## config.mk

```make
export PLATFORM = sky130hd
export DESIGN_NAME = prefetch_top
export DESIGN_NICKNAME = d
export VERILOG_FILES = /design/src/hw/prefetch_pkg.sv /design/src/hw/prefetch_top.sv /design/src/hw/block_writer.sv /design/src/hw/word_fifo.sv /design/src/hw/block_reader.sv /design/src/hw/prefetch_fsm.sv /design/src/hw/block_counter.sv
export SDC_FILE = /design/constraint.sdc
export NUM_CORES = 1
export LEC_CHECK = 0
export ABC_CLOCK_PERIOD_IN_PS = 4000
export BUFFER_PORTS_ARGS = -buffer_cell sky130_fd_sc_hd__buf_2
export CAP_MARGIN = 20
export CELL_PAD_IN_SITES_DETAIL_PLACEMENT = 0
export CELL_PAD_IN_SITES_GLOBAL_PLACEMENT = 1
export CORE_MARGIN = 10
export CORE_UTILIZATION = 42
export CTS_CLUSTER_SIZE = 20
export DETAILED_ROUTE_END_ITERATION = 6
export PLACE_DENSITY_LB_ADDON = 0.08
export SYNTH_ARGS = -nofsm -noshare
export SYNTH_HDL_FRONTEND = slang
export SYNTH_HIERARCHICAL = 1
export SYNTH_SLANG_ARGS = --single-unit
```

## constraint.sdc

```tcl
create_clock -name clk_i -period 4 [get_ports clk_i]
set_clock_uncertainty 0.15 [all_clocks]
set_input_delay 1.2 -clock clk_i [delete_from_list [all_inputs] [get_ports clk_i]]
set_output_delay 1.2 -clock clk_i [all_outputs]
set_load 0.03 [all_outputs]
```

## src/hw/prefetch_pkg.sv

```systemverilog
package prefetch_pkg;

   // ----------------------------------------------------------
   // Sizes.
   // ----------------------------------------------------------
   // Data word width on both ports.
   localparam int WIDTH       = 32;
   // Address width on both ports.
   localparam int ADDR_BITS   = 8;
   // Each block sits in a 2^BLOCK_BITS-word source window.
   localparam int BLOCK_BITS  = 3;
   // Words fetched from each window.
   localparam int BLOCK_SIZE  = 6;
   // Minimum words per run, rounded up to whole blocks.
   localparam int FETCH_COUNT = 40;
   // Staging FIFO entries.
   localparam int FIFO_DEPTH  = 4;

   // Derived widths.
   localparam int BLOCK_IDX_BITS = ADDR_BITS - BLOCK_BITS;
   localparam int FIFO_PTR_BITS  = $clog2(FIFO_DEPTH);
   // Wide enough for a run's word total plus one block.
   localparam int RUN_BITS       = ADDR_BITS + 1;

   // ----------------------------------------------------------
   // Bus types.
   // ----------------------------------------------------------
   // Master to slave.
   typedef struct packed {
      logic                 cyc;
      logic                 stb;
      logic                 we;
      logic [ADDR_BITS-1:0] adr;
      logic [WIDTH-1:0]     dat;
   } wb_req_t;

   // Slave to master; wat stalls the request.
   typedef struct packed {
      logic             ack;
      logic             wat;
      logic             err;
      logic [WIDTH-1:0] dat;
   } wb_rsp_t;

   // Run control states.
   typedef enum logic [1:0] {
      IDLE,
      FETCH,
      DRAIN,
      FINISH
   } run_state_t;

endpackage
```

## src/hw/prefetch_top.sv

```systemverilog
`timescale 1ns/100ps
module prefetch_top (
   input  logic                  clk_i,
   input  logic                  rst_i,
   input  logic                  begin_i,
   output logic                  ready_o,
   output logic                  fault_o,
   output prefetch_pkg::wb_req_t src_req_o,
   input  prefetch_pkg::wb_rsp_t src_rsp_i,
   output prefetch_pkg::wb_req_t dst_req_o,
   input  prefetch_pkg::wb_rsp_t dst_rsp_i
);

   logic [prefetch_pkg::ADDR_BITS-1:0] src_adr;
   logic                               block_last;
   logic                               run_last;
   logic                               fetch_en;
   logic                               word_rd;
   logic [prefetch_pkg::WIDTH-1:0]     word;
   logic                               rd_fault;
   logic                               fifo_full;
   logic                               fifo_empty;
   logic                               pop;
   logic [prefetch_pkg::WIDTH-1:0]     head_word;
   logic                               writer_busy;

   // ----------------------------------------------------------
   // Source side.
   // ----------------------------------------------------------
   block_counter u_counter (
      .clk_i       (clk_i),
      .rst_i       (rst_i),
      .begin_i     (begin_i),
      .word_rd_i   (word_rd),
      .src_adr_o   (src_adr),
      .block_last_o(block_last),
      .run_last_o  (run_last)
   );

   prefetch_fsm u_fsm (
      .clk_i        (clk_i),
      .rst_i        (rst_i),
      .begin_i      (begin_i),
      .block_last_i (block_last),
      .run_last_i   (run_last),
      .word_rd_i    (word_rd),
      .fault_i      (rd_fault),
      .fifo_empty_i (fifo_empty),
      .writer_busy_i(writer_busy),
      .fetch_en_o   (fetch_en),
      .ready_o      (ready_o),
      .fault_o      (fault_o)
   );

   block_reader u_reader (
      .clk_i      (clk_i),
      .rst_i      (rst_i),
      .fetch_en_i (fetch_en),
      .fifo_full_i(fifo_full),
      .src_adr_i  (src_adr),
      .src_req_o  (src_req_o),
      .src_rsp_i  (src_rsp_i),
      .word_rd_o  (word_rd),
      .word_o     (word),
      .fault_o    (rd_fault)
   );

   // ----------------------------------------------------------
   // Staging and destination side.
   // ----------------------------------------------------------
   word_fifo u_fifo (
      .clk_i      (clk_i),
      .rst_i      (rst_i),
      .push_i     (word_rd),
      .push_data_i(word),
      .pop_i      (pop),
      .pop_data_o (head_word),
      .empty_o    (fifo_empty),
      .full_o     (fifo_full)
   );

   block_writer u_writer (
      .clk_i       (clk_i),
      .rst_i       (rst_i),
      .begin_i     (begin_i),
      .fifo_empty_i(fifo_empty),
      .fifo_data_i (head_word),
      .pop_o       (pop),
      .dst_req_o   (dst_req_o),
      .dst_rsp_i   (dst_rsp_i),
      .busy_o      (writer_busy)
   );

endmodule

```

## src/hw/block_writer.sv

```systemverilog
`timescale 1ns/100ps
module block_writer (
   input  logic                           clk_i,
   input  logic                           rst_i,
   input  logic                           begin_i,
   input  logic                           fifo_empty_i,
   input  logic [prefetch_pkg::WIDTH-1:0] fifo_data_i,
   output logic                           pop_o,
   output prefetch_pkg::wb_req_t          dst_req_o,
   input  prefetch_pkg::wb_rsp_t          dst_rsp_i,
   output logic                           busy_o
);

   logic                               cyc_q;
   logic [prefetch_pkg::ADDR_BITS-1:0] adr_q;
   logic [prefetch_pkg::WIDTH-1:0]     dat_q;
   // Next destination address, sequential over the run.
   logic [prefetch_pkg::ADDR_BITS-1:0] dst_adr_q;
   logic                               done;
   logic                               load;

   assign done = cyc_q & dst_rsp_i.ack;
   // Take the head word once the bus is free.
   assign load = ~cyc_q & ~fifo_empty_i;

   // ----------------------------------------------------------
   // Bus control and address counter.
   // ----------------------------------------------------------
   always_ff @(posedge clk_i) begin
      if (rst_i) begin
         cyc_q     <= 1'b0;
         dst_adr_q <= '0;
      end else begin
         if (done) begin
            cyc_q <= 1'b0;
         end else if (load) begin
            cyc_q <= 1'b1;
         end
         if (begin_i) begin
            dst_adr_q <= '0;
         end else if (done) begin
            dst_adr_q <= dst_adr_q + 1'b1;
         end
      end
   end

   // Write payload, fixed from load until ack.
   always_ff @(posedge clk_i) begin
      if (load) begin
         adr_q <= dst_adr_q;
         dat_q <= fifo_data_i;
      end
   end

   always_comb begin
      dst_req_o     = '0;
      dst_req_o.cyc = cyc_q;
      dst_req_o.stb = cyc_q;
      dst_req_o.we  = cyc_q;
      dst_req_o.adr = adr_q;
      dst_req_o.dat = dat_q;
   end

   // The word leaves the FIFO only when the slave has taken it.
   assign pop_o  = done;
   // Idle in the ack cycle, so the FSM can finish one cycle later.
   assign busy_o = cyc_q & ~dst_rsp_i.ack;

endmodule

```

## src/hw/word_fifo.sv

```systemverilog
`timescale 1ns/100ps
module word_fifo (
   input  logic                           clk_i,
   input  logic                           rst_i,
   input  logic                           push_i,
   input  logic [prefetch_pkg::WIDTH-1:0] push_data_i,
   input  logic                           pop_i,
   output logic [prefetch_pkg::WIDTH-1:0] pop_data_o,
   output logic                           empty_o,
   output logic                           full_o
);

   logic [prefetch_pkg::WIDTH-1:0]       mem [prefetch_pkg::FIFO_DEPTH];
   logic [prefetch_pkg::FIFO_PTR_BITS-1:0] wr_ptr_q;
   logic [prefetch_pkg::FIFO_PTR_BITS-1:0] rd_ptr_q;
   // One bit wider than the pointers so full can be told from empty.
   logic [prefetch_pkg::FIFO_PTR_BITS:0]   count_q;
   logic                                   do_push;
   logic                                   do_pop;

   assign full_o  = (count_q == (prefetch_pkg::FIFO_PTR_BITS + 1)'(prefetch_pkg::FIFO_DEPTH));
   assign do_push = push_i & ~full_o;
   assign do_pop  = pop_i & (count_q != '0);

   // Empty as of the next edge, so a final pop counts as drained.
   assign empty_o = (count_q == '0) | ((count_q == 1) & do_pop & ~push_i);

   // ----------------------------------------------------------
   // Storage and pointers.
   // ----------------------------------------------------------
   always_ff @(posedge clk_i) begin
      if (do_push) begin
         mem[wr_ptr_q] <= push_data_i;
      end
   end

   always_ff @(posedge clk_i) begin
      if (rst_i) begin
         wr_ptr_q <= '0;
         rd_ptr_q <= '0;
         count_q  <= '0;
      end else begin
         // Pointers wrap on their own, depth is a power of two.
         if (do_push) wr_ptr_q <= wr_ptr_q + 1'b1;
         if (do_pop) rd_ptr_q <= rd_ptr_q + 1'b1;
         if (do_push && !do_pop) begin
            count_q <= count_q + 1'b1;
         end else if (do_pop && !do_push) begin
            count_q <= count_q - 1'b1;
         end
      end
   end

   // Head of the queue.
   assign pop_data_o = mem[rd_ptr_q];

endmodule

```

## src/hw/block_reader.sv

```systemverilog
`timescale 1ns/100ps
module block_reader (
   input  logic                               clk_i,
   input  logic                               rst_i,
   input  logic                               fetch_en_i,
   input  logic                               fifo_full_i,
   input  logic [prefetch_pkg::ADDR_BITS-1:0] src_adr_i,
   output prefetch_pkg::wb_req_t              src_req_o,
   input  prefetch_pkg::wb_rsp_t              src_rsp_i,
   output logic                               word_rd_o,
   output logic [prefetch_pkg::WIDTH-1:0]     word_o,
   output logic                               fault_o
);

   // Set while a read waits for its ack.
   logic                               pending_q;
   // Address of the outstanding read.
   logic [prefetch_pkg::ADDR_BITS-1:0] adr_q;
   logic                               req_on;
   logic                               ended;

   // ----------------------------------------------------------
   // Request generation.
   // ----------------------------------------------------------
   // A new read needs the run enabled and room in the FIFO.
   // Once issued it stays up until ack or err.
   assign req_on = pending_q | (fetch_en_i & ~fifo_full_i);
   assign ended  = src_rsp_i.ack | src_rsp_i.err;

   always_ff @(posedge clk_i) begin
      if (rst_i) begin
         pending_q <= 1'b0;
      end else begin
         // Wait states leave this set.
         pending_q <= req_on & ~ended;
      end
   end

   // Latch the address when a read is first issued.
   always_ff @(posedge clk_i) begin
      if (!pending_q) begin
         adr_q <= src_adr_i;
      end
   end

   always_comb begin
      src_req_o     = '0;
      src_req_o.cyc = req_on;
      src_req_o.stb = req_on;
      // Source port only reads.
      src_req_o.we  = 1'b0;
      src_req_o.adr = pending_q ? adr_q : src_adr_i;
   end

   // ----------------------------------------------------------
   // Response handling.
   // ----------------------------------------------------------
   // One pulse per ack, which pushes the word and steps the counter.
   assign word_rd_o = req_on & src_rsp_i.ack;
   assign word_o    = src_rsp_i.dat;
   // err ends the word with a fault, and nothing is pushed.
   assign fault_o   = req_on & src_rsp_i.err;

endmodule

```

## src/hw/prefetch_fsm.sv

```systemverilog
`timescale 1ns/100ps
module prefetch_fsm (
   input  logic clk_i,
   input  logic rst_i,
   input  logic begin_i,
   input  logic block_last_i,
   input  logic run_last_i,
   input  logic word_rd_i,
   input  logic fault_i,
   input  logic fifo_empty_i,
   input  logic writer_busy_i,
   output logic fetch_en_o,
   output logic ready_o,
   output logic fault_o
);

   prefetch_pkg::run_state_t state_q;
   prefetch_pkg::run_state_t state_nxt;
   logic                     final_word;
   logic                     drained;
   logic                     fault_q;

   // Last ack of the last block in the run.
   assign final_word = word_rd_i & block_last_i & run_last_i;
   // Nothing left in the FIFO and no write in flight.
   assign drained    = fifo_empty_i & ~writer_busy_i;

   // ----------------------------------------------------------
   // Next state.
   // ----------------------------------------------------------
   always_comb begin
      state_nxt = state_q;
      case (state_q)
         prefetch_pkg::IDLE: begin
            if (begin_i) state_nxt = prefetch_pkg::FETCH;
         end
         prefetch_pkg::FETCH: begin
            // An error aborts the rest of the fetch.
            if (fault_i || final_word) state_nxt = prefetch_pkg::DRAIN;
         end
         prefetch_pkg::DRAIN: begin
            if (drained) state_nxt = prefetch_pkg::FINISH;
         end
         prefetch_pkg::FINISH: begin
            // Single cycle, a new begin here starts straight away.
            state_nxt = begin_i ? prefetch_pkg::FETCH : prefetch_pkg::IDLE;
         end
         default: state_nxt = prefetch_pkg::IDLE;
      endcase
   end

   always_ff @(posedge clk_i) begin
      if (rst_i) begin
         state_q <= prefetch_pkg::IDLE;
      end else begin
         state_q <= state_nxt;
      end
   end

   // Fault flag, held until the next run starts.
   always_ff @(posedge clk_i) begin
      if (rst_i || begin_i) begin
         fault_q <= 1'b0;
      end else if (fault_i) begin
         fault_q <= 1'b1;
      end
   end

   assign fetch_en_o = (state_q == prefetch_pkg::FETCH);
   assign ready_o    = (state_q == prefetch_pkg::FINISH);
   assign fault_o    = fault_q;

endmodule

```

## src/hw/block_counter.sv

```systemverilog
`timescale 1ns/100ps
module block_counter (
   input  logic                                 clk_i,
   input  logic                                 rst_i,
   input  logic                                 begin_i,
   input  logic                                 word_rd_i,
   output logic [prefetch_pkg::ADDR_BITS-1:0]   src_adr_o,
   output logic                                 block_last_o,
   output logic                                 run_last_o
);

   // Block index goes in the upper address bits.
   logic [prefetch_pkg::BLOCK_IDX_BITS-1:0] block_q;
   // Word offset inside the current window.
   logic [prefetch_pkg::BLOCK_BITS-1:0]     word_q;
   logic [prefetch_pkg::BLOCK_BITS-1:0]     word_nxt;
   // Word count at which the current block ends.
   logic [prefetch_pkg::RUN_BITS-1:0]       blk_end_q;
   logic [prefetch_pkg::RUN_BITS-1:0]       blk_end_nxt;
   logic                                    block_last_q;
   logic                                    run_last_q;

   assign word_nxt    = word_q + 1'b1;
   assign blk_end_nxt = blk_end_q + prefetch_pkg::RUN_BITS'(prefetch_pkg::BLOCK_SIZE);

   // ----------------------------------------------------------
   // Counters, with the end flags worked out one word ahead.
   // ----------------------------------------------------------
   always_ff @(posedge clk_i) begin
      if (rst_i) begin
         block_q      <= '0;
         word_q       <= '0;
         blk_end_q    <= '0;
         block_last_q <= 1'b0;
         run_last_q   <= 1'b0;
      end else if (begin_i) begin
         block_q      <= '0;
         word_q       <= '0;
         blk_end_q    <= prefetch_pkg::RUN_BITS'(prefetch_pkg::BLOCK_SIZE);
         block_last_q <= (prefetch_pkg::BLOCK_SIZE == 1);
         run_last_q   <= (prefetch_pkg::BLOCK_SIZE >= prefetch_pkg::FETCH_COUNT);
      end else if (word_rd_i) begin
         if (block_last_q) begin
            // Jump to the start of the next window.
            block_q      <= block_q + 1'b1;
            word_q       <= '0;
            blk_end_q    <= blk_end_nxt;
            block_last_q <= (prefetch_pkg::BLOCK_SIZE == 1);
            run_last_q   <= (blk_end_nxt >= prefetch_pkg::FETCH_COUNT);
         end else begin
            word_q       <= word_nxt;
            block_last_q <= (word_nxt ==
                             prefetch_pkg::BLOCK_BITS'(prefetch_pkg::BLOCK_SIZE - 1));
         end
      end
   end

   assign src_adr_o    = {block_q, word_q};
   assign block_last_o = block_last_q;
   assign run_last_o   = run_last_q;

endmodule

```

Yosys cells after proc, flatten, opt, wreduce, memory -nomap -nowiden
Memory sizes are Yosys's and may differ from the RTL's. A register that Yosys moved wholly into a read port is not among the register bits.
Cells that the tools add are included.
{"block": "op_classes", "n_addsub": 8, "magnitude_cmp": 1, "n_eq_ne": 9, "muxes": 15, "n_bitwise": 24, "n_reduce_logical": 17}
{"cell": "$mux 3", "count": 6}
{"cell": "$and 1x1->1", "count": 14}
{"cell": "$add 9x3->9 const B", "count": 1}
{"cell": "$ge 9x6->1 const B", "count": 1}
{"cell": "$add 8x1->8 const B", "count": 1}
{"cell": "$mux 8", "count": 1}
{"cell": "$pmux 2 s4", "count": 1}
{"cell": "$not 1->1", "count": 7}
{"cell": "$add 3x1->3 const B", "count": 2}
{"cell": "$eq 3x3->1 const B", "count": 2}
{"cell": "$mux 2", "count": 3}
{"cell": "$reduce_bool 2->1", "count": 3}
{"cell": "$add 5x1->5 const B", "count": 1}
{"cell": "$add 2x1->2 const B", "count": 2}
{"cell": "$eq 2x2->1 const B", "count": 2}
{"cell": "$mux 1", "count": 4}
{"cell": "$ne 2x2->1 const B", "count": 2}
{"cell": "$reduce_and 2->1", "count": 2}
{"cell": "$reduce_or 2->1", "count": 2}
{"cell": "$eq 3x1->1 const B", "count": 1}
{"cell": "$logic_not 3->1", "count": 1}
{"cell": "$or 1x1->1", "count": 3}
{"cell": "$reduce_and 3->1", "count": 1}
{"cell": "$reduce_bool 3->1", "count": 1}
{"cell": "other kinds (7)", "count": 10}
{"block": "totals", "regBits": 55, "mem_bits_rw": 128, "in_bits": 73, "out_inout_bits": 88, "wordCells": 91, "n_memories": 1}
{"name": "u_fifo.mem", "words": 4, "word_bits": 32, "rd": 1, "rd_clocked_by_memory_dff": 1, "wr": 1, "line": "word_fifo.sv:13", "source": "logic [prefetch_pkg::WIDTH-1:0] mem [prefetch_pkg::FIFO_DEPTH];"}

Longest topological paths before layout
Gate-level depths: netlist of run 1.
{"block": "logic_depth", "ltp_word": 11, "mapped_depth": 11, "depth_no_buf": 11}

Hierarchy
The synthesis of run 1 kept the hierarchy.
{"mod": "word_fifo", "n_inst": 1, "cells_per_inst": 224, "area_per_inst_um2": 5181.2, "seq_area_each_um2": 4023.9}
{"mod": "block_writer", "n_inst": 1, "cells_per_inst": 89, "area_per_inst_um2": 1626.6, "seq_area_each_um2": 1381.3}
{"mod": "block_counter", "n_inst": 1, "cells_per_inst": 106, "area_per_inst_um2": 890.9, "seq_area_each_um2": 360.3}
{"mod": "block_reader", "n_inst": 1, "cells_per_inst": 92, "area_per_inst_um2": 854.6, "seq_area_each_um2": 180.2}
{"mod": "prefetch_fsm", "n_inst": 1, "cells_per_inst": 25, "area_per_inst_um2": 212.7, "seq_area_each_um2": 60.1}

Worst setup path before layout of run 1
OpenSTA, ideal clock, no wires.
{"block": "synth_timing", "kind": "input -> register", "from": "in src_rsp_i[34] in the netlist's numbering", "to": "reg u_writer/adr_q[0] in the netlist's numbering (enable)", "setup_time_ns": 0.439, "t_arrival_ns": 3.647, "setup_slack_ns": -0.236, "path_stages": 5, "path_buffers": 0, "path_cell_list": "a21boi_0 inv_1 a31oi_1 nor2_1 nor2_1"}
{"block": "synth_via", "elab_chain_len": 6}
{"element": "start, declared", "line": "prefetch_top.sv:9", "source": "input prefetch_pkg::wb_rsp_t src_rsp_i,"}
{"element": "$and 1x1->1", "line": "block_reader.sv:59", "source": "assign word_rd_o = req_on & src_rsp_i.ack;"}
{"element": "$not 1->1", "line": "word_fifo.sv:26", "source": "assign empty_o = (count_q == '0) | ((count_q == 1) & do_pop & ~push_i);"}
{"element": "$and 1x1->1", "line": "word_fifo.sv:26"}
{"element": "$or 1x1->1", "line": "word_fifo.sv:26"}
{"element": "via fifo_empty", "line": "prefetch_top.sv:22", "source": "logic fifo_empty;"}
{"element": "$not 1->1", "line": "block_writer.sv:24", "source": "assign load = ~cyc_q & ~fifo_empty_i;"}
{"element": "$and 1x1->1", "line": "block_writer.sv:24"}
{"element": "via u_writer.load", "line": "block_writer.sv:20", "source": "logic load;"}
{"element": "end signal, assigned", "line": "block_writer.sv:50", "source": "adr_q <= dst_adr_q;"}
{"element": "end, declared", "line": "block_writer.sv:15", "source": "logic [prefetch_pkg::ADDR_BITS-1:0] adr_q;"}
The timed path passes the listed nets, and every way through them passes these cells.
A chain may end at the register's enable or synchronous reset.

==> metrics.md, run 1 <==
| Metric | Value |
|---|---|
| Nets | 706 |
| IO buf count | 92 |
| Synth Area per Inst | 16.35 sq um |
| Die height | 164.5 microns |
| Max frequency | 311.8 MHz |
| P&R area growth vs syn | 14.23% |
| Max-slew headroom | 36.18% |
| Top cell type's share of synthesized area | 57.55% |
| Fin crit share | 80.17% |
| Critical Path Sink | src_req_o[42] |
| Fin Setup TNS | 0 ns |
| Synth top area cells | edfxtp_1 (58%), dfxtp_1 (11%), mux4_2 (7.7%) |
| Endpoints failing setup | 0 |
| RSZ-0062 raised after global routing | false |
| Arrival @ worst endpoint | 1.86 ns |
| Type of origin of the critical path | flop |
| Pwr Total | 6.796 mW |
| Synth Instances | 536 |
| Initial antenna violation count | 3 |
| Worst-path clk slew | 0.06 ns |
| Hold buffer count at cts | 0 |
| P per Cell Area | 678.7 nW/um^2 |
| Ys async rst share | 0% |
| Met2 usage | 19.26% |
| Starting density of the core | 43.04% |
| Flops & latches, synth | 216 |
| Via-per-instance ratio | 4.817 |
| Post-synth top area cell | edfxtp_1 |
| R2R cell count | 8 |
| Number of synthesized flops with an enable pin | 168 |
| Tightest Pin Transition | 0.9573 ns |
| CTS tree | done |
| Reg2reg start | u_fifo/count_q[0] |
| H-tree levels | 1 |
| Gpl congestion | 0.7217 |
| Post-route minimum period | 3.207 ns |
| Num ports | 161 |
| Run status | finished, final reports clean |
| CP required | 2.65 ns |
| Largest net degree at the start of global routing | 33 |
| Finished Core Util | 49.17% |
| Commonest non-fill, non-tap cells in the layout | edfxtp_1 (168), buf_2 (92), dfxtp_1 (46) |
| Final Hold Vio Count | 0 |
| Slew Viols, Final | 0 |
| Synth Cell Area | 8766 sq um |
| Aggregate global-route resource usage | 11.53% |
| Worst r2r dst | u_fifo/mem[0][18] |
| Setup CP Type | reg -> out |
| Number of diodes | 0 |
| Worst-Skew Late Latency | 0.50 ns |
| Grt total ovfl | 0 |
| Leak | 3.571 nW |
| CTS buffer count | 24 |
| Post-CTS sizing | 0 |
| Met1 GRT Util | 14.42% |
| Setup crit end kind | output pin |
| Hold Crit Class | reg -> reg |
| Clk sinks | 216 |
| Drt pass-1 iters | 4 |
| Layout Cells excl Fill | 903 |
| Top_reg_cell synth | edfxtp_1 |
| Core Footprint | 20360 sq um |
| Sequential fraction of the synthesis area | 68.51% |
| FP Rows | 52 |
| Drc violations | 0 |
| Synth Warn # | 6 |
| Vias post-DR | 4350 |
| Maximum VDD drop | 0.0003174 V |
| Critical path origin | u_fifo/count_q[0] |
| Hpwl dp | 10560 microns |
| Root buf cell | clkbuf_16 |
| Post-route ant nets | 0 |
| Reg2reg setup slack | 1.09 ns |
| Iteration-0 DRC Markers | 186 |
| First-pass GRT wire length | 24500 microns |
| Die Area | 27050 sq um |
| Cell Area, Placed | 9198 sq um |
| Clock Tree Buf Depth | 3 |
| Wire length per cell | 17.61 microns |
| Placed cell count | 859 |
| Vias in the first global route | 4500 |
| Share of cells above drive strength 1 | 31.60% |
| GR Util met3 | 3.186% |
| Cell variety after synth | 53 |
| Maximum net fanout on the critical path | 5 |
| Post-CTS Setup Repair Bufs | 0 |
| Max Cap Violations | 0 |
| Commonest non-fill, non-tap cell in the layout | edfxtp_1 |
| Drt total wl | 15900 microns |
| Die width | 164.5 microns |
| Design Area, Final | 10010 sq um |
| Gr busiest metal | met2 |
[registers in the layout (all words and copies together), names as in the netlist, named ones only]
name / count
u_reader/adr_q: 8
u_fsm/fault_o: 1
u_counter/block_last_o: 1
u_counter/run_last_o: 1
u_fifo/count_q: 3
u_writer/cyc_q: 1
u_counter/word_q: 3
u_counter/block_q: 5
u_fifo/wr_ptr_q: 2
u_writer/dat_q: 32
u_fifo/rd_ptr_q: 2
u_counter/blk_end_q: 8
u_writer/dst_adr_q: 8
u_writer/adr_q: 8
u_reader/pending_q: 1
u_fifo/mem: 128
u_fsm/state_q: 2
[worst max-delay path, cell delays in order, from the launching register on]
cell	delay, ns
dfxtp_1	0.39
inv_1	0.08
ha_1	0.25
and2_1	0.18
nand2b_4	0.16
nand2_1	0.09
buf_2	0.20
[cell families after synthesis]
kind of cell | count (synthesis) | synth area share (%)
flops | 216 | 68.51
buf+inv | 103 | 8.250
simple gates | 96 | 5.738
mux | 47 | 10.15
compound gates | 38 | 3.040
fa+ha+maj | 18 | 2.569
xor+xnor | 17 | 1.699
other cells | 1 | 0.04278
[area by class of cell]
cell class / count / area, sq um
multi-input combinational: 249 / 2170
tap: 270 / 337.8
clock inverter: 14 / 151.4
clock buffer: 30 / 664.4
fill: 1767 / 10350
timing repair buffer: 105 / 608.1
inverter: 19 / 73.82
sequential: 216 / 6008
[synth_stat cells, drive strengths merged (5+ instances only)]
library cell,number
mux2i,6
nand2,15
mux2,9
dfxtp,48
nor2b,5
xnor2,9
buf,79
nand3,9
inv,19
ha,18
or3,5
clkbuf,5
mux4,32
and2,6
nor2,32
xor2,8
o21ai,7
a21oi,13
edfxtp,168
[through the flow]
| stage | hold WS [ns] | setup slack [ns] |
|---|---|---|
| 6_report | 0.3090 | 0.7931 |
| 3_5_place_dp | 0.3023 | 0.7382 |
| 5_1_grt | 0.3331 | 0.6585 |
| 3_3_place_gp | 0.2895 | 0.7458 |
| 2_1_floorplan | 0.2723 | 0.4409 |
| 4_1_cts | 0.3158 | 0.7390 |
[layer usage]
metal	wire, microns	vias to the layer above
li1	-	2051
met1	6910	2150
met2	7521	116
met3	1178	29
met4	276	4
met5	16	-
[worst min path at each step]
stage | start | endpoint | slack (ns) | cells past startpoint
final | u_reader/adr_q[3] | u_reader/adr_q[3] | 0.31 | 1
after global routing | u_reader/adr_q[5] | u_reader/adr_q[5] | 0.33 | 1
after CTS | u_reader/adr_q[3] | u_reader/adr_q[3] | 0.32 | 1
after detailed placement | u_reader/adr_q[3] | u_reader/adr_q[3] | 0.30 | 1
after global placement | u_writer/dst_adr_q[7] | u_writer/adr_q[7] | 0.29 | 0
after floorplan | u_writer/dst_adr_q[7] | u_writer/adr_q[7] | 0.27 | 0
[report_power, final]
group / total [mW] / switching [mW] / internal [mW]
clock: 2.22 / 0.847 / 1.37
sequential: 3.03 / 0.145 / 2.88
combinational: 1.55 / 1.10 / 0.452
Power figures use the tool's default switching activity.
==> inputs of run 2 (changes only) <==
--- a/config.mk
+++ b/config.mk
@@ -5,7 +5,7 @@
 export SDC_FILE = /design/constraint.sdc
 export NUM_CORES = 1
 export LEC_CHECK = 0
-export ABC_CLOCK_PERIOD_IN_PS = 4000
+export ABC_CLOCK_PERIOD_IN_PS = 2700
 export BUFFER_PORTS_ARGS = -buffer_cell sky130_fd_sc_hd__buf_2
 export CAP_MARGIN = 20
 export CELL_PAD_IN_SITES_DETAIL_PLACEMENT = 0
==> constraint.sdc (replaced) <==
create_clock -name clk_i -period 2.7 [get_ports clk_i]
set_clock_uncertainty 0.15 [all_clocks]
set_input_delay 0.81 -clock clk_i [delete_from_list [all_inputs] [get_ports clk_i]]
set_output_delay 0.81 -clock clk_i [all_outputs]
set_load 0.03 [all_outputs]
==> run 2 against run 1 <==
Final cell count up 0.89%; combinational power increased by 60%; flip-flop and latch count stayed put; design area rose by 1.1%; critical path depth unchanged; critical path type unchanged; critical endpoint unchanged.
==> metrics.md, run 2 (same netlist as run 1, synthesis figures left out) <==
| Metric | Value |
|---|---|
| Run status | finished, final reports clean |
| Biggest register | u_fifo/mem |
| IO buf count | 92 (unchanged) |
| R2R cell count | 10 (+2) |
| FP Rows | 52 (unchanged) |
| Nets | 714 (+1.1%) |
| CP required | 1.74 ns (-0.91 ns) |
| Share of cells above drive strength 1 | 32.76% (+1.2 points) |
| Clock Tree Buf Depth | 3 (unchanged) |
| Gpl congestion | 0.7374 (+2.2%) |
| DR WL met3 | 953 microns (-19%) |
| Fin crit share | 96.10% |
| Starting density of the core | 43.04% (unchanged) |
| Drt total wl | 15900 microns (about the same) |
| Worst-path clk slew | 0.06 ns (about the same) |
| Worst-Skew Late Latency | 0.50 ns (about the same) |
| P per Cell Area | 994.0 nW/um^2 (+46%) |
| Clk sinks | 216 (unchanged) |
| Routed wl met2 | 7966 microns (+5.9%) |
| Endpoints failing setup | 0 (unchanged) |
| Largest net degree at the start of global routing | 33 (unchanged) |
| Hold Crit Class | reg -> reg |
| Max-slew headroom | 64.45% (+28 points) |
| Grt total ovfl | 0 (unchanged) |
| H-tree levels | 1 (unchanged) |
| Aggregate global-route resource usage | 11.59% (+0.058 points) |
| Core Footprint | 20360 sq um (unchanged) |
| RSZ-0062 raised after global routing | false |
| First-pass GRT wire length | 24780 microns (+1.1%) |
| Layout fillers | 1724 (-2.4%) |
| CTS tree | done |
| Hold Crit Start | u_reader/adr_q[1] |
| Max Cap Violations | 0 (unchanged) |
| CTS buffer count | 24 (unchanged) |
| Setup CP Type | reg -> out |
| P&R area growth vs syn | 15.44% |
| Biggest regs | u_fifo/mem: 128 flops, u_writer/dat_q: 32 flops |
| Final Hold Vio Count | 0 (unchanged) |
| Drc violations | 0 (unchanged) |
| Hold endpoint | u_reader/adr_q[1] |
| Reg2reg setup slack | 0.20 ns (-0.89 ns) |
| Num ports | 161 (unchanged) |
| Number of diodes | 0 (unchanged) |
| Commonest non-fill, non-tap cell in the layout | edfxtp_1 |
| Drt pass-1 iters | 4 (unchanged) |
| Type of origin of the critical path | flop |
| Initial antenna violation count | 0 (-3) |
| Fin Setup TNS | 0 ns (unchanged) |
| Metal-1 WL | 6652 microns (-3.7%) |
| Hold path depth | 1 (unchanged) |
| Storage element area | 6015 sq um (+0.10%) |
| Maximum net fanout on the critical path | 5 (unchanged) |
| Multi-input gate area | 2201 sq um (+1.4%) |
| Maximum VDD drop | 0.0007911 V (+150%) |
| Arrival @ worst endpoint | 1.63 ns (-0.23 ns) |
| Die width | 164.5 microns (unchanged) |
| Commonest non-fill, non-tap cells in the layout | edfxtp_1 (168), buf_2 (90), dfxtp_1 (43) |
| Iteration-0 DRC Markers | 184 (-1.1%) |
| Post-route minimum period | 2.595 ns |
| Finished Core Util | 49.69% (+0.52 points) |
| Tightest Pin Transition | 0.5332 ns (-0.4241 ns) |
| Post-route ant nets | 0 (unchanged) |
| Vias post-DR | 4350 (unchanged) |
| Via-per-instance ratio | 4.775 (-0.88%) |
| Slew Viols, Final | 0 (unchanged) |
| Leak | 3.614 nW (+1.2%) |
| Setup crit end kind | output pin |
| Wire length per cell | 17.45 microns (-0.89%) |
| Worst r2r dst | u_fsm/state_q[1] |
| Die Area | 27050 sq um (unchanged) |
| Root buf cell | clkbuf_16 |
| Die height | 164.5 microns (unchanged) |
| Max FFs per register | 128 (unchanged) |
| Reg2reg start | u_fifo/count_q[0] |
| Vias in the first global route | 4634 (+3.0%) |
| Max frequency | 385.4 MHz |
| Hold WS | 0.3171 ns (+0.008136 ns) |
| Hpwl dp | 10470 microns (-0.87%) |
| Max Used Layer | met4 |
run 2: repair_timing:
action,in CTS,in global routing
buffers inserted,0,2
setup endpoints to repair,10,2
hold buffers,0,0
gates resized for setup,10,3
run 2: worst max path at each step:
stage,start,endpoint,slack [ns],depth (start not counted)
floorplan,u_fifo/count_q[0],u_writer/adr_q[0],0.03,9
global placement,u_fifo/count_q[0],u_fifo/mem[3][13],0.18,9
detailed placement,u_fifo/count_q[0],u_fifo/mem[2][14],0.17,9
CTS,u_fifo/count_q[0],src_req_o[42],0.01,6
global route,u_fifo/count_q[0],src_req_o[42],0.02,6
finish,u_fifo/count_q[0],src_req_o[42],0.11,6
run 2: area by class of cell:
class / count / share of cell area (%)
multi-input combinational: 249 / 21.75
clock buffer: 30 / 6.367
clock inverter: 14 / 1.162
sequential: 216 / 59.43
timing repair buffer: 113 / 7.221
inverter: 19 / 0.7295
tap: 270 / 3.338
run 2: worst max-delay path, cell delays in order (launching register included):
cell and delay (ns):
dfxtp_4 0.36, inv_1 0.08, ha_4 0.18, and2_1 0.15, nand2b_4 0.16, nand2_4 0.08, buf_6 0.12
run 2: power breakdown:
part,internal (mW),switching [mW]
logic,0.813,1.67
registers,4.27,0.209
clock network,1.88,1.22
run 2: through the flow:
stage	instances	instance area [sq um]	total power, mW	setup slack [ns]
finish	911	10120	10.06	0.1053
global route	911	10120	10.57	0.02167
CTS	909	10100	10.22	0.01305
detailed placement	865	9304	7.028	0.1664
global placement	865	9304	7.007	0.1803
floorplan	568	8910	6.273	0.02660
run 2: layer usage:
| layer | vias up | global-route usage, % |
|---|---|---|
| met1 | 2153 | 14.48 |
| met3 | 21 | 2.689 |
| met5 | - | 0 |
| met4 | 0 | 3.100 |
| li1 | 2068 | - |
| met2 | 108 | 19.83 |
